==> config.mk <==
export PLATFORM = sky130hd
export DESIGN_NAME = sync_fifo
export DESIGN_NICKNAME = d
export VERILOG_FILES = /design/src/source/rt_pkg.sv /design/src/source/sync_fifo.sv
export SDC_FILE = /design/constraint.sdc
export NUM_CORES = 1
export LEC_CHECK = 0
export BUFFER_PORTS_ARGS = -buffer_cell sky130_fd_sc_hd__buf_2
export CORE_ASPECT_RATIO = 0.8
export CORE_MARGIN = 2
export CORE_UTILIZATION = 67
export DETAILED_ROUTE_END_ITERATION = 7
export PLACE_DENSITY = 0.84
export SLEW_MARGIN = 20
export SYNTH_ARGS = -nofsm -noshare
export SYNTH_HDL_FRONTEND = slang
export SYNTH_SLANG_ARGS = --single-unit
==> constraint.sdc <==
create_clock -name clk -period 4.7 [get_ports clk]
set_clock_uncertainty 0.15 [all_clocks]
set_input_delay 0.235 -clock clk [delete_from_list [all_inputs] [get_ports clk]]
set_output_delay 0.235 -clock clk [all_outputs]
set_load 0.05 [all_outputs]
==> src/source/rt_pkg.sv <==
/*
  Ray tracer intersection types and constants.
  Fixed-point coordinate and result types, the payloads that travel
  between the instruction cache, the intersection unit, the list unit
  and the leaf arbiter, and the pipeline depth constants.
*/

package rt_pkg;

  // divider stages, one quotient bit each
  localparam int DIV_W = 48;
  localparam int INT_LATENCY = DIV_W + 4;
  localparam int FIFO_DEPTH = 64;
  localparam int FIFO_CNT_W = 7;
  localparam int WIDE_W = 40;

  // Q8.8 coordinate
  typedef logic signed [15:0] coord_t;
  // Q16.16 transformed value
  typedef logic signed [WIDE_W-1:0] wide_t;
  // hit distance, Q8.8
  typedef logic signed [15:0] float_t;

  typedef logic [7:0] rayID_t;
  typedef logic [11:0] triID_t;

  typedef struct packed {
    coord_t m00, m01, m02;
    coord_t m10, m11, m12;
    coord_t m20, m21, m22;
    coord_t tx, ty, tz;
  } int_cacheline_t;

  typedef struct packed {
    coord_t ox, oy, oz;
    coord_t dx, dy, dz;
  } ray_vec_t;

  // lnum_left counts this triangle too
  typedef struct packed {
    logic [7:0] lindex;
    logic [7:0] lnum_left;
  } ln_tri_t;

  // unsigned Q0.16 barycentrics
  typedef struct packed {
    logic [15:0] u;
    logic [15:0] v;
  } bari_uv_t;

  typedef struct packed {
    rayID_t rayID;
    triID_t triID;
    ln_tri_t ln_tri;
    int_cacheline_t tri_cacheline;
    ray_vec_t ray_vec;
  } icache_to_int_t;

  typedef struct packed {
    rayID_t rayID;
    triID_t triID;
    logic hit;
    float_t t_int;
    bari_uv_t uv;
  } int_to_list_t;

  typedef struct packed {
    rayID_t rayID;
    ln_tri_t ln_tri;
  } leaf_info_t;

  typedef struct packed {
    rayID_t rayID;
    triID_t triID;
    ln_tri_t ln_tri;
  } int_side_t;

  localparam float_t EPSILON = 16'sd1;
  localparam int ONE_Q16 = 65536;

endpackage
==> src/source/sync_fifo.sv <==
/*
  Synchronous first-word-fall-through FIFO.
  Circular buffer of FIFO_DEPTH words of any packed payload. The head
  word is visible whenever the FIFO is not empty, and the occupancy
  is reported every cycle.
*/

`timescale 1ns/1ps

module sync_fifo #(
  parameter type payload_t = logic [7:0]
) (
  input  logic clk,
  input  logic arst_n,
  input  logic wr_en,
  input  payload_t wr_data,
  input  logic rd_en,
  output payload_t rd_data,
  output logic empty,
  output logic [rt_pkg::FIFO_CNT_W-1:0] count
);
  import rt_pkg::*;

  payload_t mem [FIFO_DEPTH];
  // pointers wrap on their own at the depth
  logic [FIFO_CNT_W-2:0] wr_ptr, rd_ptr;
  logic do_rd;

  assign do_rd = rd_en & ~empty;

  always_ff @(posedge clk or negedge arst_n) begin
    if (!arst_n) begin
      wr_ptr <= '0;
      rd_ptr <= '0;
      count <= '0;
    end else begin
      if (wr_en) begin
        wr_ptr <= wr_ptr + 1'b1;
      end
      if (do_rd) begin
        rd_ptr <= rd_ptr + 1'b1;
      end
      count <= count + wr_en - do_rd;
    end
  end

  always_ff @(posedge clk) begin
    if (wr_en) begin
      mem[wr_ptr] <= wr_data;
    end
  end

  assign rd_data = mem[rd_ptr];
  assign empty = (count == '0);

endmodule

==> flow_summary.ini, run 1 <==
[worst_setup_path]
worstReg2RegEnd = count[6]
cp.arrival_ns = 4.15
cpMaxStageDelayCell = a211oi_1
regToRegStartpoint = count[4]
max_stage_delay_ns = 0.91
path_cells = nand3b_1 -> o22ai_1 -> a211oi_1 -> o21ai_0 -> and4_1 -> buf_2
r2r_slack_ns = 1.39
required_ns = 4.32
critical_path_class = flip-flop to output port
end_kind = output port
crit_fanout = 26
cp-start-kind = flip-flop
ff2ff_path_depth = 14

[place]
numPortBuffers = 27
place_hpwl_mm = 27.6
gp_congestion = 0.863

[power_and_ir_drop]
p_int_mw = 9.87
switchingPower_mw = 4.90
pwr_density_cell_mw_per_mm2 = 632
power_frac_clock = 0.303
p_seq_frac = 0.391
power_switching_share = 0.332
ir_worst_vdd_mv = 0.398
leakagePower_nw = 7.51
pwr-share-comb = 0.306

[hold_path]
min_path_type = primary input to flip-flop
whs_path_depth = 1
hold_end = mem[58][6]
min-delay-start = wr_data[6]

[clock_network]
cts_made_buffers = 48
post-cts-setup-buffers = 0
path_clk_slew_ns = 0.07
cts_tree = done
cts_buffer_depth = 3
clock-sinks = 531
root_buffer = clkbuf_16
clk_latency_ns = 0.59
htreeDepth = 2

[sta]
slew_headroom = 0.298
tns_ns = 0
finalSetupViolCount = 0
fmax_ghz = 0.221
rsz0062_at_grt = false
slew_violations = 0
fin_crit_sh = 0.965
finalHoldWorstSlack_ns = 0.0524
tightest_slew_ns = 1.05
hold_viol_final = 0
min_period_ns = 4.53

[final_layout]
ff_latch_area_mm2 = 0.0159
multi_input_area_mm2 = 0.00478
fin_nets = 1123
mostFrequentLayoutCells = edfxtp_1 (512), mux4_2 (98), nor2_1 (67)
drive_gt1_frac = 0.228
layout_commonest_cell = edfxtp_1
area_delta_synth_final_pct = 11.5
fillCellCount = 1563

[drt]
totalWireLength_mm = 48.4
highest_layer = met4
met1_length_mm = 18.0
drc = 0
dr_wl_met3_mm = 6.17
postRouteAntennaNets = 0
num_vias = 10873
viasPerCell = 7.00
wl_met2_mm = 22.6
drt_iter0_drc = 1516
firstDrtPassIters = 5
routedWlPerCell_um = 31.2

[synth]
ys_types = 47
synthFlopType = edfxtp_1
yosys_warnings = 0
postSynth.asyncResetShare = 0.0358
syn_inst = 1061
synth_edf_count = 512
avgSynthCellArea_um2 = 19.8
synth_nets = 1085
syn_area_mm2 = 0.0210
ys_seq_area_frac = 0.756
synth-seq-cells = 531

[grt]
grt.total_usage = 0.306
grt_pass1_vias = 10964
grt.overflow.total = 0
grt_max_degree = 73
grt_pass1_wl_mm = 71.5
antenna_found_initial = 1

[die]
die_x_um = 202
die-height_um = 162
initial_core_util = 0.685
rows = 57
core_mm2 = 0.0306
io-pin-count = 28
dieArea_mm2 = 0.0327

[flow_run]
drv_cap = 0

[run_status]
status = finished clean
==> power by group through the flow <==
stage	Combinational, mW	Sequential, mW	Clock, mW
final	4.52	5.77	4.49
after global routing	4.72	5.80	4.68
after detailed placement	4.38	5.86	0
after global placement	4.30	5.85	0
after floorplan	3.20	5.72	0
after CTS	4.46	5.77	4.50
==> registers in the layout, summed over array words and instances (netlist names) <==
signal,cells
count,7
mem,512
rd_ptr,6
wr_ptr,6
==> synthesized netlist by cell type, drive strengths merged, types with 8 or more instances <==
library cell | instances | area (um2)
ha | 11 | 138
inv | 9 | 33.8
o22ai | 12 | 75.1
dfrtp | 19 | 475
nand3 | 9 | 45.0
o211ai | 13 | 97.6
mux2 | 32 | 360
a211oi | 12 | 90.1
nand2 | 25 | 93.8
mux4 | 98 | 2210
clkbuf | 28 | 105
nand2b | 17 | 106
buf | 33 | 193
o21ai | 10 | 50.1
edfxtp | 512 | 15400
a22oi | 20 | 150
nor2 | 67 | 251
xnor2 | 8 | 70.1
mux2i | 48 | 480
nand4 | 17 | 106
==> layer usage <==
| layer | vias to the layer above | global-route usage |
|---|---|---|
| met4 | 0 | 0.110 |
| li1 | 4409 | - |
| met3 | 135 | 0.0853 |
| met5 | - | 0 |
| met1 | 5559 | 0.441 |
| met2 | 770 | 0.463 |
==> logic make-up after synthesis <==
| family | share of synthesized area |
|---|---|
| DFF | 0.756 |
| muxes | 0.145 |
| and+or+nand+nor | 0.0393 |
| AOI/OAI and AO/OA | 0.0297 |
| buffers and inverters | 0.0158 |
| xor gates and xnor gates | 0.00627 |
| adders and majority gates | 0.00752 |
==> critical path, delay by kind of cell (launching register included) <==
| family | cells | cell delay (ns) |
|---|---|---|
| flops | 1 | 0.71 |
| compound gates | 3 | 1.48 |
| simple gates | 2 | 1.11 |
| buf+inv | 1 | 0.24 |
==> final cells by class <==
class / count / share of cell area
multi-input cells: 460 / 0.205
diodes: 1 / 0.000107
clock inverters: 38 / 0.0249
clock buffers: 52 / 0.0529
flip-flops and latches: 531 / 0.678
inverters: 9 / 0.00144
well taps: 413 / 0.0221
repair buffers: 49 / 0.0158
==> per-stage QoR <==
step	power [mW]	instances	util	cell area [um2]	worst slack, ns
after global placement	10.1	1457	0.703	21500	1.12
after floorplan	8.92	1061	-	21000	0.218
after global routing	15.2	1552	0.764	23400	0.125
final	14.8	1553	0.764	23400	0.166
after detailed placement	10.2	1458	0.703	21500	1.12
after CTS	14.7	1552	0.764	23400	0.448
==> timing repair <==
action                    CTS  global route
hold endpoints to repair   24             0
hold buffers                4             0
gates resized for setup     0             0
==> worst max path at each step <==
stage | startpoint | endpoint | slack [ns] | cells after the start
floorplan | count[2] | count[6] | 0.22 | 15
global placement | rd_ptr[1] | rd_data[2] | 1.12 | 6
detailed placement | rd_ptr[1] | rd_data[2] | 1.12 | 6
CTS | rd_ptr[1] | rd_data[2] | 0.45 | 6
global route | rd_ptr[1] | rd_data[2] | 0.12 | 6
finish | rd_ptr[1] | rd_data[2] | 0.17 | 6
(Power assumes the default switching activity.)
==> inputs of run 2 (changes only) <==
--- a/config.mk
+++ b/config.mk
@@ -8,9 +8,9 @@
 export BUFFER_PORTS_ARGS = -buffer_cell sky130_fd_sc_hd__buf_2
 export CORE_ASPECT_RATIO = 0.8
 export CORE_MARGIN = 2
-export CORE_UTILIZATION = 67
+export CORE_UTILIZATION = 56
 export DETAILED_ROUTE_END_ITERATION = 7
-export PLACE_DENSITY = 0.84
+export PLACE_DENSITY = 0.75
 export SLEW_MARGIN = 20
 export SYNTH_ARGS = -nofsm -noshare
 export SYNTH_HDL_FRONTEND = slang
==> constraint.sdc (replaced) <==
create_clock -name clk -period 3.8 [get_ports clk]
set_clock_uncertainty 0.15 [all_clocks]
set_input_delay 0.19 -clock clk [delete_from_list [all_inputs] [get_ports clk]]
set_output_delay 0.19 -clock clk [all_outputs]
set_load 0.05 [all_outputs]
==> run 2 against run 1 <==
  * Die area grew 19%
  * Sequential power grew 23%
  * Clock power grew 6.2%
  * Sequential share of layout area is essentially flat
  * Highest routed layer unchanged
  * Cell area is essentially flat
  * Utilization shrank 13 points
  * Total power grew 19%
  * Setup slack lost 0.095 ns
  * Sequential cell count is the same
  * Via count shrank 1.5%
  * Final cell count grew 6.1%
  * Clock-buffer cell count grew 11
==> flow_summary.ini, run 2 (synthesis gave the netlist of run 1 again) <==
[run_status]
status = finished clean

[sta]
slew_headroom = 0.333
finalSetupViolCount = 0
fin_crit_sh = 0.981
tightest_slew_ns = 0.996
hold_viol_final = 0
tns_ns = 0
fmax_ghz = 0.268
rsz0062_at_grt = false
min_period_ns = 3.73
slew_violations = 0

[drt]
drt_iter0_drc = 1421
routedWlPerCell_um = 28.1
postRouteAntennaNets = 0
viasPerCell = 6.50
firstDrtPassIters = 5
totalWireLength_mm = 46.3
drc = 0
num_vias = 10708

[final_layout]
area_delta_synth_final_pct = 11.5
antennaDiodeCount = 0
largest_register = mem
final_core_util = 0.632
fin_area_mm2 = 0.0234
top_regs = mem (512), count (7)
fin_nets = 1147
layout_commonest_cell = edfxtp_1
largest_register_ffs = 512
final_cell_count_no_fill = 1647
mostFrequentLayoutCells = edfxtp_1 (512), mux4_2 (98), nor2_1 (67)
drive_gt1_frac = 0.229

[die]
io-pin-count = 28
core_mm2 = 0.0370
die_x_um = 220
dieArea_mm2 = 0.0390
initial_core_util = 0.567
rows = 63
die-height_um = 177

[worst_setup_path]
cp.arrival_ns = 3.39
end_kind = output port
critical_path_class = flip-flop to output port
crit_path_end = rd_data[6]
ff2ff_path_depth = 15
worstReg2RegEnd = count[6]
required_ns = 3.46
crit_fanout = 24
r2r_slack_ns = 0.77
regToRegStartpoint = count[2]
cp-start-kind = flip-flop
startpoint = rd_ptr[1]

[clock_network]
cts_tree = done
clock-sinks = 531
cts_made_buffers = 50
htreeDepth = 2
clk_latency_ns = 0.57
cts_buffer_depth = 3
root_buffer = clkbuf_16
path_clk_slew_ns = 0.06

[power_and_ir_drop]
pwr-share-comb = 0.326
ir_worst_vdd_mv = 0.719
leakagePower_nw = 7.48
p_int_mw = 11.7
power_frac_clock = 0.271
pwr_density_cell_mw_per_mm2 = 751
p_seq_frac = 0.402
switchingPower_mw = 5.91
power_switching_share = 0.336

[place]
numPortBuffers = 27
gp_congestion = 0.842
dpl.cell_count = 1550
dpl_cell_area_mm2 = 0.0217
place_hpwl_mm = 28.6

[grt]
antenna_found_initial = 0
grt_pass1_wl_mm = 69.0
grt_pass1_vias = 10549
grt_max_degree = 67
grt.overflow.total = 0
grt.total_usage = 0.244

[hold_path]
min_path_type = primary input to flip-flop
min-delay-start = wr_data[6]

[flow_run]
drv_cap = 0
-- run 2: final cells by class --
type / count / area [um2]
Sequential cell: 531 / 15900
Fill cell: 2478 / 13600
Multi-Input combinational cell: 460 / 4800
Clock buffer: 63 / 1300
Tap cell: 487 / 609
Timing Repair Buffer: 71 / 536
Clock inverter: 26 / 235
Inverter: 9 / 33.8
-- run 2: metal layers --
layer / up-vias / share of wire / track usage
li1: 4443 / - / -
met1: 5618 / 0.42 / 0.379
met2: 564 / 0.46 / 0.356
met3: 83 / 0.10 / 0.0481
met4: 0 / 0.024 / 0.0719
met5: - / 0 / 0
-- run 2: how the worst min path moves through the flow --
stage                 endpoint  slack, ns  cells after the start
finish              mem[24][6]       0.03                      1
detailed placement    count[3]       0.01                      1
global placement      count[4]       0.01                      1
floorplan             count[0]      -0.26                      0
CTS                 mem[58][5]       0.16                      2
global route        mem[24][6]       0.04                      1
-- run 2: power by group through the flow --
stage               combinational [mW]  clock, mW  sequential (mW)
floorplan                         3.96          0             7.08
global placement                  5.51          0             7.19
detailed placement                5.60          0             7.21
CTS                               5.72       4.81             7.06
global route                      6.02       5.04             7.10
finish                            5.73       4.77             7.07
-- run 2: critical path: stages, from the launching register on --
cell	delay (ns)
dfrtp_4	0.68
buf_4	0.41
mux4_2	0.36
mux4_2	0.50
a311o_1	0.38
a32o_1	0.26
buf_2	0.22
-- run 2: what timing repair did --
action / 4_1_cts / 5_1_grt
endpoints found under the hold margin: 60 / 0
gates cloned: 0 / 0
hold buffers: 6 / 0
endpoints found under the setup margin: 3 / 3
buffers inserted: 1 / 1
resized for setup: 2 / 0
-- run 2: through the flow --
stage                     power, mW  setup slack (ns)  hold WS [ns]
after global placement         12.7             0.590        0.0106
after CTS                      17.6           0.00703         0.164
after global routing           18.2           0.00388        0.0370
after detailed placement       12.8             0.595        0.0134
final                          17.6            0.0711        0.0313
after floorplan                11.0             0.273        -0.256
==> inputs of run 3 (changes only) <==
--- a/config.mk
+++ b/config.mk
@@ -8,9 +8,9 @@
 export BUFFER_PORTS_ARGS = -buffer_cell sky130_fd_sc_hd__buf_2
 export CORE_ASPECT_RATIO = 0.8
 export CORE_MARGIN = 2
-export CORE_UTILIZATION = 56
+export CORE_UTILIZATION = 67
 export DETAILED_ROUTE_END_ITERATION = 7
-export PLACE_DENSITY = 0.75
+export PLACE_DENSITY = 0.84
 export SLEW_MARGIN = 20
 export SYNTH_ARGS = -nofsm -noshare
 export SYNTH_HDL_FRONTEND = slang
==> constraint.sdc (replaced) <==
create_clock -name clk -period 4.3 [get_ports clk]
set_clock_uncertainty 0.15 [all_clocks]
set_input_delay 0.215 -clock clk [delete_from_list [all_inputs] [get_ports clk]]
set_output_delay 0.215 -clock clk [all_outputs]
set_load 0.05 [all_outputs]
==> run 3 against run 2 <==
  * Final cell count shrank 5.9%
  * Critical path type unchanged
  * Combinational power shrank 13%
  * Largest cell class unchanged
  * Largest power group unchanged
  * Cell area shrank 1.4%
==> flow_summary.ini, run 3 (synthesis gave the netlist of run 1 again) <==
[run_status]
status = finished clean

[die]
die_x_um = 202
core_mm2 = 0.0306
io-pin-count = 28
initial_core_util = 0.685
die-height_um = 162
dieArea_mm2 = 0.0327
rows = 57

[hold_path]
min-delay-start = rd_en
min_path_type = primary input to flip-flop
hold_end = rd_ptr[0]
whs_path_depth = 3

[clock_network]
cts_resized = 0
cts_made_buffers = 49
cts_tree = done
path_clk_slew_ns = 0.07
clock-sinks = 531
root_buffer = clkbuf_16
cts_buffer_depth = 3
post-cts-setup-buffers = 0
cts_hold_buf = 4
clk_latency_ns = 0.58
htreeDepth = 2

[sta]
min_period_ns = 3.96
fin_crit_sh = 0.922
finalSetupViolCount = 0
setup_ws_ns = 0.335
rsz0062_at_grt = false
tightest_slew_ns = 0.944
slew_violations = 0
fmax_ghz = 0.252
hold_viol_final = 0
tns_ns = 0
slew_headroom = 0.368

[final_layout]
final_cell_count_no_fill = 1550
multi_input_area_mm2 = 0.00479
layout_commonest_cell = edfxtp_1
top_regs = mem (512), count (7)
mostFrequentLayoutCells = edfxtp_1 (512), mux4_2 (98), nor2_1 (67)
fin_nets = 1126
fin_area_mm2 = 0.0231
largest_register_ffs = 512
ff_latch_area_mm2 = 0.0159
fillCellCount = 1578
area_delta_synth_final_pct = 9.98
drive_gt1_frac = 0.219
largest_register = mem

[worst_setup_path]
end_kind = output port
cp.arrival_ns = 3.60
regToRegStartpoint = count[2]
ff2ff_path_depth = 14
crit_fanout = 23
worstReg2RegEnd = count[6]
r2r_slack_ns = 1.16
critical_path_class = flip-flop to output port
cp-start-kind = flip-flop
required_ns = 3.93

[drt]
totalWireLength_mm = 46.2
drt_iter0_drc = 1478
postRouteAntennaNets = 0
viasPerCell = 6.86
routedWlPerCell_um = 29.8
drc = 0
firstDrtPassIters = 5
num_vias = 10639

[grt]
grt_pass1_wl_mm = 68.7
grt.total_usage = 0.293
grt_max_degree = 65
grt.overflow.total = 0
grt_pass1_vias = 10747
antenna_found_initial = 1

[power_and_ir_drop]
p_int_mw = 10.1
power_switching_share = 0.340
switchingPower_mw = 5.21
leakagePower_nw = 7.36
ir_worst_vdd_mv = 0.471
pwr_density_cell_mw_per_mm2 = 663
power_frac_clock = 0.267
pwr-share-comb = 0.324
p_seq_frac = 0.409

[place]
dpl_cell_area_mm2 = 0.0215
place_hpwl_mm = 27.0
numPortBuffers = 27
gp_congestion = 0.885
post-place-ws_ns = 1.02
dpl.cell_count = 1460

[flow_run]
drv_cap = 0
run 3: cell types whose count changed in the layout (fill, tap and decap cells not counted), moves of 2 or more:
| cell | delta |
|---|---|
| buf_4 | -16 |
| clkinv_2 | +4 |
| clkbuf_1 | -3 |
| clkinv_1 | -3 |
| bufinv_16 | -2 |
| dlygate4sd3_1 | -2 |
run 3: layout make-up:
cell class / count / share of cell area
Sequential cell: 531 / 0.688
Multi-Input combinational cell: 460 / 0.208
Clock buffer: 61 / 0.0570
Tap cell: 413 / 0.0224
Timing Repair Buffer: 51 / 0.0163
Clock inverter: 24 / 0.00727
Inverter: 9 / 0.00147
Antenna cell: 1 / 0.000109
run 3: worst max-delay path by stage:
| stage | startpoint | to | slack (ns) |
|---|---|---|---|
| final | rd_ptr[0] | rd_data[2] | 0.34 |
| after global routing | rd_ptr[0] | rd_data[2] | 0.24 |
| after CTS | rd_ptr[0] | rd_data[1] | 0.42 |
| after detailed placement | rd_ptr[0] | rd_data[1] | 1.02 |
| after global placement | rd_ptr[0] | rd_data[1] | 1.05 |
| after floorplan | count[2] | count[6] | 0.45 |
run 3: per-layer routing:
metal / up-vias / track usage / part of all wire
li1: 4404 / - / -
met1: 5378 / 0.411 / 0.38
met2: 738 / 0.457 / 0.47
met3: 119 / 0.0791 / 0.11
met4: 0 / 0.0979 / 0.034
met5: - / 0 / 0
run 3: worst max-delay path, cell delays in order, from the launching register on:
cell and delay [ns]:
dfrtp_4 0.69, buf_12 0.27, buf_4 0.27, mux2i_1 0.24, o22ai_1 0.14, a211oi_1 0.49
o21ai_0 0.37, and4_1 0.33, buf_2 0.22
run 3: power groups by stage:
stage | clock network (mW) | logic (mW) | registers (mW)
after floorplan | 0 | 3.49 | 6.25
after global placement | 0 | 4.74 | 6.33
after detailed placement | 0 | 4.82 | 6.36
after CTS | 4.10 | 4.90 | 6.25
after global routing | 4.30 | 5.18 | 6.29
final | 4.08 | 4.96 | 6.26
run 3: per-stage QoR:
| step | hold WS, ns | total power [mW] | utilization |
|---|---|---|---|
| floorplan | -0.231 | 9.75 | - |
| global placement | 0.0322 | 11.1 | 0.703 |
| detailed placement | 0.0439 | 11.2 | 0.704 |
| CTS | 0.0151 | 15.2 | 0.753 |
| global route | 0.0380 | 15.8 | 0.754 |
| finish | 0.0203 | 15.3 | 0.754 |
