<file path="config.mk">
export PLATFORM = sky130hd
export DESIGN_NAME = pipe_valid_stall
export DESIGN_NICKNAME = d
export VERILOG_FILES = /design/src/source/rt_pkg.sv /design/src/source/pipe_valid_stall.sv
export SDC_FILE = /design/constraint.sdc
export NUM_CORES = 1
export LEC_CHECK = 0
export BUFFER_PORTS_ARGS = -buffer_cell sky130_fd_sc_hd__buf_2
export CELL_PAD_IN_SITES_DETAIL_PLACEMENT = 1
export CELL_PAD_IN_SITES_GLOBAL_PLACEMENT = 2
export CORE_ASPECT_RATIO = 0.5
export CORE_UTILIZATION = 47
export CTS_BUF_LIST = sky130_fd_sc_hd__clkbuf_2 sky130_fd_sc_hd__clkbuf_4 sky130_fd_sc_hd__clkbuf_8
export DETAILED_ROUTE_END_ITERATION = 10
export GPL_TIMING_DRIVEN = 0
export PLACE_DENSITY_LB_ADDON = 0.1
export SKIP_LAST_GASP = 1
export SLEW_MARGIN = 5
export SYNTH_ARGS = -nofsm -noshare
export SYNTH_HDL_FRONTEND = slang
export SYNTH_SLANG_ARGS = --single-unit
</file>
<file path="constraint.sdc">
create_clock -name clk -period 5.3 [get_ports clk]
set_input_delay 1.325 -clock clk [delete_from_list [all_inputs] [get_ports clk]]
set_output_delay 1.325 -clock clk [all_outputs]
set_load 0.01 [all_outputs]
</file>
<file path="src/source/rt_pkg.sv">
/*
  Ray tracer intersection types and constants.
  Fixed-point coordinate and result types, the payloads that travel
  between the instruction cache, the intersection unit, the list unit
  and the leaf arbiter, and the pipeline depth constants.
*/

package rt_pkg;

  // divider stages, one quotient bit each
  localparam int DIV_W = 48;
  localparam int INT_LATENCY = DIV_W + 4;
  localparam int FIFO_DEPTH = 64;
  localparam int FIFO_CNT_W = 7;
  localparam int WIDE_W = 40;

  // Q8.8 coordinate
  typedef logic signed [15:0] coord_t;
  // Q16.16 transformed value
  typedef logic signed [WIDE_W-1:0] wide_t;
  // hit distance, Q8.8
  typedef logic signed [15:0] float_t;

  typedef logic [7:0] rayID_t;
  typedef logic [11:0] triID_t;

  typedef struct packed {
    coord_t m00, m01, m02;
    coord_t m10, m11, m12;
    coord_t m20, m21, m22;
    coord_t tx, ty, tz;
  } int_cacheline_t;

  typedef struct packed {
    coord_t ox, oy, oz;
    coord_t dx, dy, dz;
  } ray_vec_t;

  // lnum_left counts this triangle too
  typedef struct packed {
    logic [7:0] lindex;
    logic [7:0] lnum_left;
  } ln_tri_t;

  // unsigned Q0.16 barycentrics
  typedef struct packed {
    logic [15:0] u;
    logic [15:0] v;
  } bari_uv_t;

  typedef struct packed {
    rayID_t rayID;
    triID_t triID;
    ln_tri_t ln_tri;
    int_cacheline_t tri_cacheline;
    ray_vec_t ray_vec;
  } icache_to_int_t;

  typedef struct packed {
    rayID_t rayID;
    triID_t triID;
    logic hit;
    float_t t_int;
    bari_uv_t uv;
  } int_to_list_t;

  typedef struct packed {
    rayID_t rayID;
    ln_tri_t ln_tri;
  } leaf_info_t;

  typedef struct packed {
    rayID_t rayID;
    triID_t triID;
    ln_tri_t ln_tri;
  } int_side_t;

  localparam float_t EPSILON = 16'sd1;
  localparam int ONE_Q16 = 65536;

endpackage
</file>
<file path="src/source/pipe_valid_stall.sv">
/*
  Valid and sideband delay line.
  Keeps ray and leaf state in step with the math pipe, counts the
  items in flight and stalls upstream before the output FIFOs could
  run out of room.
*/

`timescale 1ns/1ps

module pipe_valid_stall (
  input  logic clk,
  input  logic arst_n,
  input  logic us_valid,
  input  rt_pkg::int_side_t us_data,
  output logic us_stall,
  output logic ds_valid,
  output rt_pkg::int_side_t ds_data,
  input  logic [rt_pkg::FIFO_CNT_W-1:0] num_in_fifo
);
  import rt_pkg::*;

  logic [INT_LATENCY-1:0] valid_q;
  int_side_t data_q [INT_LATENCY];
  logic [FIFO_CNT_W-1:0] inflight_q;
  logic [FIFO_CNT_W:0] occupancy;
  logic accept;

  // everything in flight may still land in the fuller FIFO
  assign occupancy = inflight_q + num_in_fifo;
  assign us_stall = occupancy >= FIFO_DEPTH - 1;
  assign accept = us_valid & ~us_stall;

  always_ff @(posedge clk or negedge arst_n) begin
    if (!arst_n) begin
      valid_q <= '0;
      inflight_q <= '0;
    end else begin
      valid_q <= {valid_q[INT_LATENCY-2:0], accept};
      inflight_q <= inflight_q + accept - valid_q[INT_LATENCY-1];
    end
  end

  always_ff @(posedge clk) begin
    data_q[0] <= us_data;
    for (int k = 1; k < INT_LATENCY; k++) begin
      data_q[k] <= data_q[k-1];
    end
  end

  assign ds_valid = valid_q[INT_LATENCY-1];
  assign ds_data = data_q[INT_LATENCY-1];

endmodule

</file>
==> reports/qor.yml, run 1 <==
finish:
  nNetsFinal: 2407
  final_common_cell: "sky130_fd_sc_hd__dfxtp_1"
  post-route-cell-area_mm2: 0.0464
  layout_common_cells: "1872 x sky130_fd_sc_hd__dfxtp_1, 298 x sky130_fd_sc_hd__clkbuf_8, 82 x sky130_fd_sc_hd__buf_2"
  areaGrowthSynthToFinish_pct: 16.7
  antennaDiodeCount: 0
  n_fill_cell: 7308
  layout.cells.non_filler: 3612
  drive_above_1_share: 0.207
  final_core_util: 0.561
sta:
  hold_slack_final_ns: 0.310
  timing_max_transition_violations_final: 0
  layout_worst_path_cycle_share: 0.868
  report.final.hold_viol_count: 0
  achievable-frequency_mhz: 217
  finalCriticalPeriod_ns: 4.60
  grt_setup_unrepaired: "no"
  fin_ws_ns: 0.701
  fin_worst_skew_ns: 0.0195
  worst_pin_slew_ns: 0.724
  setup_viol: 0
  timing.setup.tns_ns: 0
  timing.max_slew.rel_slack: 0.517
global_routing:
  number_of_global_route_vias_before_repair: 13400
  met1_usage: 0.0979
  grt_pass1_wl_um: 58600
  maximum_number_of_pins_on_one_net_before_global_route_repair: 60
  global_route.overflow_total: 0
  groute.layer.met3.usage: 0.0374
  initial_antenna_violation_count: 0
  grtUsageMet2: 0.116
  grt.total_usage: 0.0835
  global_route.peak_usage_layer: "met2"
drt:
  starting_drc_count_in_detailed_routing: 541
  drtAntennaViolNets: 0
  drt_pre_antenna_iters: 4
  post_drt_via_cell_ratio: 3.66
  via_count: 13200
  wire_per_inst_um: 9.50
  post-route-drc-count: 0
  drt-total-wl_um: 34300
synth:
  postSynthAreaPerCell_um2: 19.6
  postSynthRegisterBits: 1931
  syn_nets: 2093
  post_synth_instance_area_mm2: 0.0398
  yosysUniqueCellTypes: 26
  ys_seq_area_frac: 0.980
  syn-instance-count: 2031
  yosysWarnings: 0
power:
  power_leakage_nw: 20.0
  power.ir.vdd_worst_uv: 262
  power.density_mw_per_mm2: 568
  report.power.total_mw: 26.4
placed_design:
  post-dp-hpwl_um: 15300
  placed_cells: 3216
  setup_slack_at_placement_ns: 0.321
  io_buf_count: 83
  place_area_mm2: 0.0416
  gp_congestion: 0.665
floorplanning:
  ios: 84
  width_of_the_die_um: 413
  row_count: 74
  floorplan.die_area_mm2: 0.0858
  core_region_area_mm2: 0.0827
  fp.dieH_um: 208
  initial_utilization: 0.481
job:
  max-cap-violations: 0
clock_network:
  cts_resized: 0
  clock_insertion_delay_worst_skew_ns: 0.82
  ctsRootBufferMaster: "sky130_fd_sc_hd__clkbuf_8"
  cts_buffers: 229
  tritoncts: "built"
  numClockSinks: 1931
  clock_transition_at_the_registers_of_the_reported_paths_ns: 0.06
  cts.repair_timing.setup_buffer_count: 0
  cts-htree-levels: 4
  cts_hold_repair.buffers: 0
  clk_path_buf_depth: 3
worst_setup_path:
  worst_path_most_repeated_cell: "sky130_fd_sc_hd__buf_2"
  arrival_ns: 3.27
  critPathCaptureType: "primary output"
  timing.critical_path.cells: "buf_2 -> ha_1 -> fa_1 -> a211oi_1 -> nor2_1 -> or4_4 -> nand2_1 -> buf_2"
  startpoint_type: "input pin"
  timing.critical_path.slowest_stage_cell: "sky130_fd_sc_hd__or4_4"
  critical_path_class: "input pin to primary output"
  required_ns: 3.97
  path_max_fanout: 4
  delay_of_the_slowest_critical_path_stage_ns: 0.56
run_status:
  outcome: "finished clean"
min_path:
  holdCritPathClass: "flop to flop"
flip-flops by register name, indices dropped and copies added, names as in the netlist:
signal / flops
data_q: 1872
valid_q: 52
inflight_q: 7
worst max-delay path: cells and delay by family:
kind / cells / cell delay (ns)
and+or+nand+nor: 3 / 0.78
adders and majority gates: 2 / 0.66
AOI/OAI and AO/OA: 1 / 0.27
buffers and inverters: 2 / 0.24
synth_stat cells:
| cell | count | area, um^2 |
|---|---|---|
| sky130_fd_sc_hd__o21ai_1 | 1 | 5.00 |
| sky130_fd_sc_hd__a21oi_2 | 1 | 8.76 |
| sky130_fd_sc_hd__dfxtp_1 | 1872 | 37500 |
| sky130_fd_sc_hd__and3_1 | 1 | 6.26 |
| sky130_fd_sc_hd__a211o_1 | 1 | 8.76 |
| sky130_fd_sc_hd__a221oi_2 | 1 | 15.0 |
| sky130_fd_sc_hd__o21ai_0 | 2 | 10.0 |
| sky130_fd_sc_hd__dfrtp_1 | 59 | 1480 |
| sky130_fd_sc_hd__xnor2_2 | 1 | 16.3 |
| sky130_fd_sc_hd__inv_1 | 9 | 33.8 |
| sky130_fd_sc_hd__nor2_1 | 1 | 3.75 |
| sky130_fd_sc_hd__xnor2_1 | 5 | 43.8 |
| sky130_fd_sc_hd__xor2_1 | 3 | 26.3 |
| sky130_fd_sc_hd__nand2_1 | 2 | 7.51 |
| sky130_fd_sc_hd__buf_4 | 36 | 270 |
| sky130_fd_sc_hd__nand4_1 | 1 | 6.26 |
| sky130_fd_sc_hd__o21bai_1 | 2 | 15.0 |
| sky130_fd_sc_hd__a21oi_1 | 6 | 30.0 |
| sky130_fd_sc_hd__nand3_1 | 1 | 5.00 |
| sky130_fd_sc_hd__a21o_1 | 4 | 30.0 |
| sky130_fd_sc_hd__fa_1 | 2 | 40.0 |
| sky130_fd_sc_hd__ha_1 | 14 | 175 |
| sky130_fd_sc_hd__or4_4 | 1 | 11.3 |
| sky130_fd_sc_hd__a211oi_1 | 3 | 22.5 |
| sky130_fd_sc_hd__o31ai_1 | 1 | 7.51 |
| sky130_fd_sc_hd__o21a_1 | 1 | 7.51 |
where the power goes:
part           leakage (nW)  total, mW  internal, mW  switching, mW
Clock                  2.58       10.2          5.59           4.65
Sequential             16.6       15.7          15.4          0.216
Combinational         0.869      0.476         0.216          0.260
kinds of logic after synthesis:
logic type / Yosys count / share of synthesized area
XOR/XNOR: 9 / 0.00217
AO/OA/AOI/OAI: 23 / 0.00403
adder cells (fa/ha/maj): 16 / 0.00541
buffers and inverters: 45 / 0.00765
flip-flops: 1931 / 0.980
AND/OR/NAND/NOR: 7 / 0.00101
metal layers:
layer	part of all wire	vias to the layer above
met5	0	-
met4	0.051	0
met3	0.068	158
met2	0.42	294
met1	0.47	5858
li1	-	6914
final cells by class:
cell class / instances / area, um^2 / share of cell area
plain buffers: 36 / 270 / 0.00582
clock buffers: 368 / 4630 / 0.0997
clock inverters: 28 / 224 / 0.00483
inverters: 9 / 33.8 / 0.000728
multi-input cells: 55 / 502 / 0.0108
flip-flops and latches: 1931 / 39000 / 0.839
well taps: 1102 / 1380 / 0.0297
repair buffers: 83 / 418 / 0.00901
final timing paths:
check,startpoint,depth (start not counted),slack (ns),endpoint
worst max register to register,inflight_q[0],16,1.32,inflight_q[6]
min in group asynchronous,arst_n,1,0.58,valid_q[44]
worst min register to register,data_q[0][1018],0,0.31,data_q[0][1054]
max in group asynchronous,arst_n,1,4.25,valid_q[24]
worst max-delay path,num_in_fifo[0],8,0.70,us_stall
worst min-delay path,data_q[0][1018],0,0.31,data_q[0][1054]
(Power assumes the default switching activity.)
==> run 2, diff against run 1 <==
Settings changed: CELL_PAD_IN_SITES_DETAIL_PLACEMENT 1 to default, CELL_PAD_IN_SITES_GLOBAL_PLACEMENT 2 to default, CORE_MARGIN from default to 2, PLACE_DENSITY_LB_ADDON 0.1 to default.
==> reports/qor.yml, run 2 (synthesis gave the netlist of run 1 again) <==
drt:
  drtAntennaViolNets: 0  # unchanged
  via_count: 12700  # -3.9%
  drt_pre_antenna_iters: 4  # unchanged
  post_drt_via_cell_ratio: 3.50  # -4.5%
  drt-total-wl_um: 30800  # -10%
  post-route-drc-count: 0  # unchanged
  starting_drc_count_in_detailed_routing: 631  # +17%
  wire_per_inst_um: 8.48  # -11%
sta:
  timing.setup.tns_ns: 0  # unchanged
  setup_viol: 0  # unchanged
  worst_pin_slew_ns: 0.690  # -0.0344 ns
  achievable-frequency_mhz: 219  # +0.91%
  grt_setup_unrepaired: "no"
  report.final.hold_viol_count: 0  # unchanged
  fin_worst_skew_ns: 0.0187  # -0.000857 ns
  finalCriticalPeriod_ns: 4.56  # -0.0413 ns
  timing_max_transition_violations_final: 0  # unchanged
  layout_worst_path_cycle_share: 0.860  # -0.00779
  timing.max_slew.rel_slack: 0.540  # +0.0229
worst_setup_path:
  path_max_fanout: 4  # unchanged
  r2r_end: "inflight_q[6]"
  count_of_cells_along_the_worst_register_to_register_path: 16  # unchanged
  reg2reg_setup_slack_ns: 1.29  # -0.03 ns
  critPathCaptureType: "primary output"
  worst_path_most_repeated_cell: "sky130_fd_sc_hd__buf_2"
  delay_of_the_slowest_critical_path_stage_ns: 0.46  # -0.10 ns
  timing.critical_path.slowest_stage_cell: "sky130_fd_sc_hd__fa_1"
  required_ns: 3.97  # about the same
  critical_path_class: "input pin to primary output"
  startpoint_type: "input pin"
  cp.buffers_inverters: 2  # unchanged
  reg2reg_from: "inflight_q[0]"
  timing.critical_path.cells: "buf_2 -> ha_1 -> fa_1 -> a21oi_1 -> o21ai_1 -> a211o_1 -> a221oi_2 -> nand2_1 -> buf_2"
  critical-path-top-delay-family: "compound AO/OA/AOI/OAI gates"
  arrival_ns: 3.23  # -0.04 ns
floorplanning:
  row_count: 75  # +1.4%
  fp.dieH_um: 210  # +0.96%
  core_region_area_mm2: 0.0838  # +1.4%
  width_of_the_die_um: 415  # +0.48%
  floorplan.die_area_mm2: 0.0871  # +1.5%
  initial_utilization: 0.474  # -0.00641
  ios: 84  # unchanged
global_routing:
  grt.total_usage: 0.0730  # -0.0105
  global_route.overflow_total: 0  # unchanged
  initial_antenna_violation_count: 1  # +1
  grt_pass1_wl_um: 52100  # -11%
  number_of_global_route_vias_before_repair: 12300  # -8.6%
  maximum_number_of_pins_on_one_net_before_global_route_repair: 60  # unchanged
job:
  max-cap-violations: 0  # unchanged
min_path:
  holdCritPathClass: "flop to flop"
  holdPathEnd: "data_q[1][176]"
  worstHoldStart: "data_q[1][140]"
  holdPathStages: 0  # unchanged
placed_design:
  gp_congestion: 0.674  # +1.3%
  io_buf_count: 83  # unchanged
  post-dp-hpwl_um: 12500  # -19%
power:
  report.power.total_mw: 26.2  # -0.52%
  power.density_mw_per_mm2: 566  # -0.44%
  power.ir.vdd_worst_uv: 243  # -7.3%
  power_leakage_nw: 20.0  # -0.12%
clock_network:
  tritoncts: "built"
  numClockSinks: 1931  # unchanged
  cts_resized: 0  # unchanged
  cts_hold_repair.buffers: 0  # unchanged
  ctsRootBufferMaster: "sky130_fd_sc_hd__clkbuf_8"
  cts_buffers: 227  # -0.87%
  cts-htree-levels: 4  # unchanged
  clock_transition_at_the_registers_of_the_reported_paths_ns: 0.06  # about the same
  clk_path_buf_depth: 3  # unchanged
  cts.repair_timing.setup_buffer_count: 0  # unchanged
  clock_insertion_delay_worst_skew_ns: 0.82  # about the same
finish:
  largest_reg_flops: 1872  # unchanged
  final_common_cell: "sky130_fd_sc_hd__dfxtp_1"
  layout_common_cells: "1872 x sky130_fd_sc_hd__dfxtp_1, 278 x sky130_fd_sc_hd__clkbuf_8, 91 x sky130_fd_sc_hd__clkbuf_4"
  drive_above_1_share: 0.209  # +0.00189
  nNetsFinal: 2405  # -0.083%
  regMostFlops: "data_q"
  n_fill_cell: 6360  # -13%
  areaGrowthSynthToFinish_pct: 16.6  # about the same
  reg.largest.list: "data_q x1872, valid_q x52, inflight_q x7"
run_status:
  outcome: "finished clean"
-- run 2: cell count changes in the layout (fill, tap and decap cells not counted), moves of 2 or more --
cell / delta
sky130_fd_sc_hd__clkinvlp_4: +2
sky130_fd_sc_hd__clkbuf_8: -20
sky130_fd_sc_hd__clkbuf_4: +21
sky130_fd_sc_hd__inv_6: +2
-- run 2: final cells by class --
cell class                 instances  area, um^2  share of cell area
multi-input combinational         55         502              0.0108
buffer                            36         270             0.00583
sequential                      1931       39000               0.840
clock buffer                     369        4510              0.0973
inverter                           9        33.8            0.000729
timing repair buffer              83         418             0.00901
tap                             1116        1400              0.0301
clock inverter                    33         283             0.00610
antenna                            1        2.50           0.0000540
-- run 2: worst max path at each step --
stage | startpoint | to | slack, ns | cells past startpoint
floorplan | num_in_fifo[0] | inflight_q[6] | 0.78 | 16
global placement | num_in_fifo[0] | inflight_q[6] | 0.58 | 17
detailed placement | num_in_fifo[0] | inflight_q[6] | 0.27 | 17
CTS | num_in_fifo[0] | us_stall | 0.75 | 9
global route | num_in_fifo[0] | us_stall | 0.59 | 9
finish | num_in_fifo[0] | us_stall | 0.74 | 9
-- run 2: power by group --
part / leakage [nW] / switching, mW / internal, mW
combinational: 0.869 / 0.269 / 0.218
sequential: 16.6 / 0.204 / 15.4
clock: 2.55 / 4.59 / 5.51
total: 20.0 / 5.06 / 21.2
-- run 2: through the flow --
stage / std cells / util / area (um^2) / setup slack [ns] / hold slack [ns]
floorplan: 2031 / - / 39800 / 0.784 / 0.310
global placement: 3230 / 0.496 / 41600 / 0.583 / 0.309
detailed placement: 3230 / 0.496 / 41600 / 0.270 / 0.312
CTS: 3632 / 0.553 / 46400 / 0.755 / 0.304
global route: 3633 / 0.553 / 46400 / 0.594 / 0.303
finish: 3633 / 0.553 / 46400 / 0.742 / 0.308
-- run 2: routing by layer --
layer	GRT usage	up-vias	wire [um]
met2	0.0980	306	12100
met1	0.0839	5371	15100
met5	0	-	0
met4	0.0678	0	1310
li1	-	6920	-
met3	0.0375	107	2340
==> run 3, diff against run 2 <==
Settings changed: CORE_ASPECT_RATIO 0.5 to 1.75.
==> reports/qor.yml, run 3 (synthesis gave the netlist of run 1 again) <==
worst_setup_path:
  required_ns: 3.97  # about the same
  critPathCaptureType: "primary output"
  r2r_end: "inflight_q[6]"
  delay_of_the_slowest_critical_path_stage_ns: 0.45  # about the same
  timing.critical_path.slowest_stage_cell: "sky130_fd_sc_hd__fa_1"
  path_max_fanout: 4  # unchanged
  critical-path-top-delay-family: "compound AO/OA/AOI/OAI gates"
  count_of_cells_along_the_worst_register_to_register_path: 16  # unchanged
  worst_path_most_repeated_cell: "sky130_fd_sc_hd__buf_2"
  timing.critical_path.cells: "buf_2 -> ha_1 -> fa_1 -> a21oi_1 -> o21ai_1 -> a211o_1 -> a221oi_2 -> nand2_1 -> buf_2"
  critPathCapture: "us_stall"
  worstSetupPathDepth: 9  # unchanged
  critical_path_class: "input pin to primary output"
  arrival_ns: 3.27  # +0.04 ns
  worst_setup_path_startpoint: "num_in_fifo[0]"
  reg2reg_setup_slack_ns: 1.07  # -0.22 ns
  reg2reg_from: "inflight_q[0]"
  cp.buffers_inverters: 2  # unchanged
  startpoint_type: "input pin"
power:
  p_sw_mw: 5.20  # +2.8%
  power_leakage_nw: 20.2  # +1.1%
  share_clk_of_total_power: 0.398  # +0.013
  seq_power_share: 0.583  # -0.013
  p_int_mw: 21.7  # +2.4%
  power.ir.vdd_worst_uv: 290  # +20%
  p_sw_frac: 0.194  # +0.000605
  p_comb_frac: 0.019  # about the same
  power.density_mw_per_mm2: 575  # +1.7%
min_path:
  holdCritPathClass: "flop to flop"
clock_network:
  tritoncts: "built"
  cts-htree-levels: 4  # unchanged
  ctsRootBufferMaster: "sky130_fd_sc_hd__clkbuf_8"
  clk_path_buf_depth: 3  # unchanged
  numClockSinks: 1931  # unchanged
  clock_transition_at_the_registers_of_the_reported_paths_ns: 0.07  # about the same
  cts_resized: 0  # unchanged
  clock_insertion_delay_worst_skew_ns: 0.84  # +0.02 ns
  cts.repair_timing.setup_buffer_count: 0  # unchanged
  cts_buffers: 232  # +2.2%
  cts_hold_repair.buffers: 0  # unchanged
drt:
  starting_drc_count_in_detailed_routing: 412  # -35%
  drt_pre_antenna_iters: 4  # unchanged
  via_count: 14100  # +11%
  post-route-drc-count: 0  # unchanged
  drtAntennaViolNets: 0  # unchanged
  drt-total-wl_um: 34500  # +12%
  post_drt_via_cell_ratio: 3.91  # +12%
  wire_per_inst_um: 9.57  # +13%
global_routing:
  grt.total_usage: 0.0851  # +0.0121
  number_of_global_route_vias_before_repair: 14100  # +15%
  maximum_number_of_pins_on_one_net_before_global_route_repair: 60  # unchanged
  global_route.overflow_total: 0  # unchanged
  initial_antenna_violation_count: 1  # unchanged
  grt_pass1_wl_um: 60200  # +15%
sta:
  fin_worst_skew_ns: 0.0249  # +0.00626 ns
  layout_worst_path_cycle_share: 0.867  # +0.00720
  timing_max_transition_violations_final: 0  # unchanged
  grt_setup_unrepaired: "no"
  timing.setup.tns_ns: 0  # unchanged
  achievable-frequency_mhz: 218  # -0.83%
  setup_viol: 0  # unchanged
  worst_pin_slew_ns: 0.691  # +0.00181 ns
  timing.max_slew.rel_slack: 0.539  # -0.00121
  report.final.hold_viol_count: 0  # unchanged
  finalCriticalPeriod_ns: 4.60  # +0.0382 ns
placed_design:
  post-dp-hpwl_um: 16300  # +31%
  gp_congestion: 0.641  # -4.8%
  placed_cells: 3186  # -1.4%
  io_buf_count: 83  # unchanged
finish:
  areaGrowthSynthToFinish_pct: 17.5
  drive_above_1_share: 0.214  # +0.00531
  nNetsFinal: 2410  # +0.21%
  regMostFlops: "data_q"
  largest_reg_flops: 1872  # unchanged
  n_fill_cell: 6639  # +4.4%
  final_common_cell: "sky130_fd_sc_hd__dfxtp_1"
  layout.cells.non_filler: 3606  # -0.74%
  layout_common_cells: "1872 x sky130_fd_sc_hd__dfxtp_1, 302 x sky130_fd_sc_hd__clkbuf_8, 82 x sky130_fd_sc_hd__buf_2"
  reg.largest.list: "data_q x1872, valid_q x52, inflight_q x7"
job:
  max-cap-violations: 0  # unchanged
run_status:
  outcome: "finished clean"
floorplanning:
  core_region_area_mm2: 0.0842  # +0.42%
  ios: 84  # unchanged
  initial_utilization: 0.472  # -0.00199
  row_count: 141  # +88%
  floorplan.die_area_mm2: 0.0870  # about the same
  width_of_the_die_um: 224  # -46%
  fp.dieH_um: 389  # +85%
-- run 3: worst register-to-register path, cell delays in order, from the launching register on --
cell and delay (ns):
sky130_fd_sc_hd__dfrtp_1 0.42, sky130_fd_sc_hd__ha_1 0.23, sky130_fd_sc_hd__fa_1 0.45, sky130_fd_sc_hd__a21oi_1 0.16, sky130_fd_sc_hd__o21ai_1 0.09, sky130_fd_sc_hd__a211o_1 0.33, sky130_fd_sc_hd__a221oi_2 0.36, sky130_fd_sc_hd__nand3_1 0.13
sky130_fd_sc_hd__ha_1 0.29, sky130_fd_sc_hd__inv_1 0.06, sky130_fd_sc_hd__ha_1 0.25, sky130_fd_sc_hd__fa_1 0.44, sky130_fd_sc_hd__a21o_1 0.19, sky130_fd_sc_hd__a21oi_1 0.26, sky130_fd_sc_hd__o21bai_1 0.10, sky130_fd_sc_hd__a21oi_1 0.18
sky130_fd_sc_hd__xnor2_1 0.18
-- run 3: how the worst min path moves through the flow --
stage                               start         endpoint  slack [ns]  cells after the start
after detailed placement  data_q[0][1040]  data_q[0][1076]        0.31                      0
after global placement     data_q[1][596]   data_q[1][632]        0.31                      0
after global routing       data_q[0][968]  data_q[0][1004]        0.31                      0
after floorplan            data_q[0][964]  data_q[0][1000]        0.31                      0
final                      data_q[0][798]   data_q[0][834]        0.30                      0
after CTS                  data_q[0][798]   data_q[0][834]        0.30                      0
-- run 3: stage by stage --
step           total power [mW]   util  setup slack, ns  instance area, um^2  hold WS, ns
2_1_floorplan              16.2      -            0.784                39800        0.310
3_3_place_gp               16.3  0.493            0.601                41500        0.312
3_5_place_dp               16.5  0.493            0.230                41500        0.312
4_1_cts                    27.4  0.555            0.746                46700        0.298
5_1_grt                    28.1  0.555            0.481                46700        0.307
6_report                   26.9  0.555            0.704                46700        0.303
-- run 3: layout make-up --
type / instances / area (um^2) / share of cell area
Multi-Input combinational cell: 55 / 502 / 0.0107
Clock inverter: 45 / 485 / 0.0104
Inverter: 9 / 33.8 / 0.000723
Buffer: 36 / 270 / 0.00579
Timing Repair Buffer: 83 / 418 / 0.00895
Tap cell: 1072 / 1340 / 0.0287
Clock buffer: 374 / 4700 / 0.101
Antenna cell: 1 / 2.50 / 0.0000536
Sequential cell: 1931 / 39000 / 0.834
-- run 3: power groups by stage --
stage          clock network (mW)  logic, mW  registers (mW)
2_1_floorplan                   0      0.341            15.9
5_1_grt                      11.8      0.565            15.8
6_report                     10.7      0.509            15.7
4_1_cts                      11.2      0.493            15.7
3_3_place_gp                    0      0.391            15.9
3_5_place_dp                    0      0.490            16.0
-- run 3: per-layer routing --
layer | vias to the layer above | global-route usage | wire [um]
li1 | 6938 | - | -
met1 | 6673 | 0.0841 | 13800
met2 | 353 | 0.135 | 16600
met3 | 132 | 0.0446 | 2540
met4 | 0 | 0.0647 | 1510
met5 | - | 0 | 0
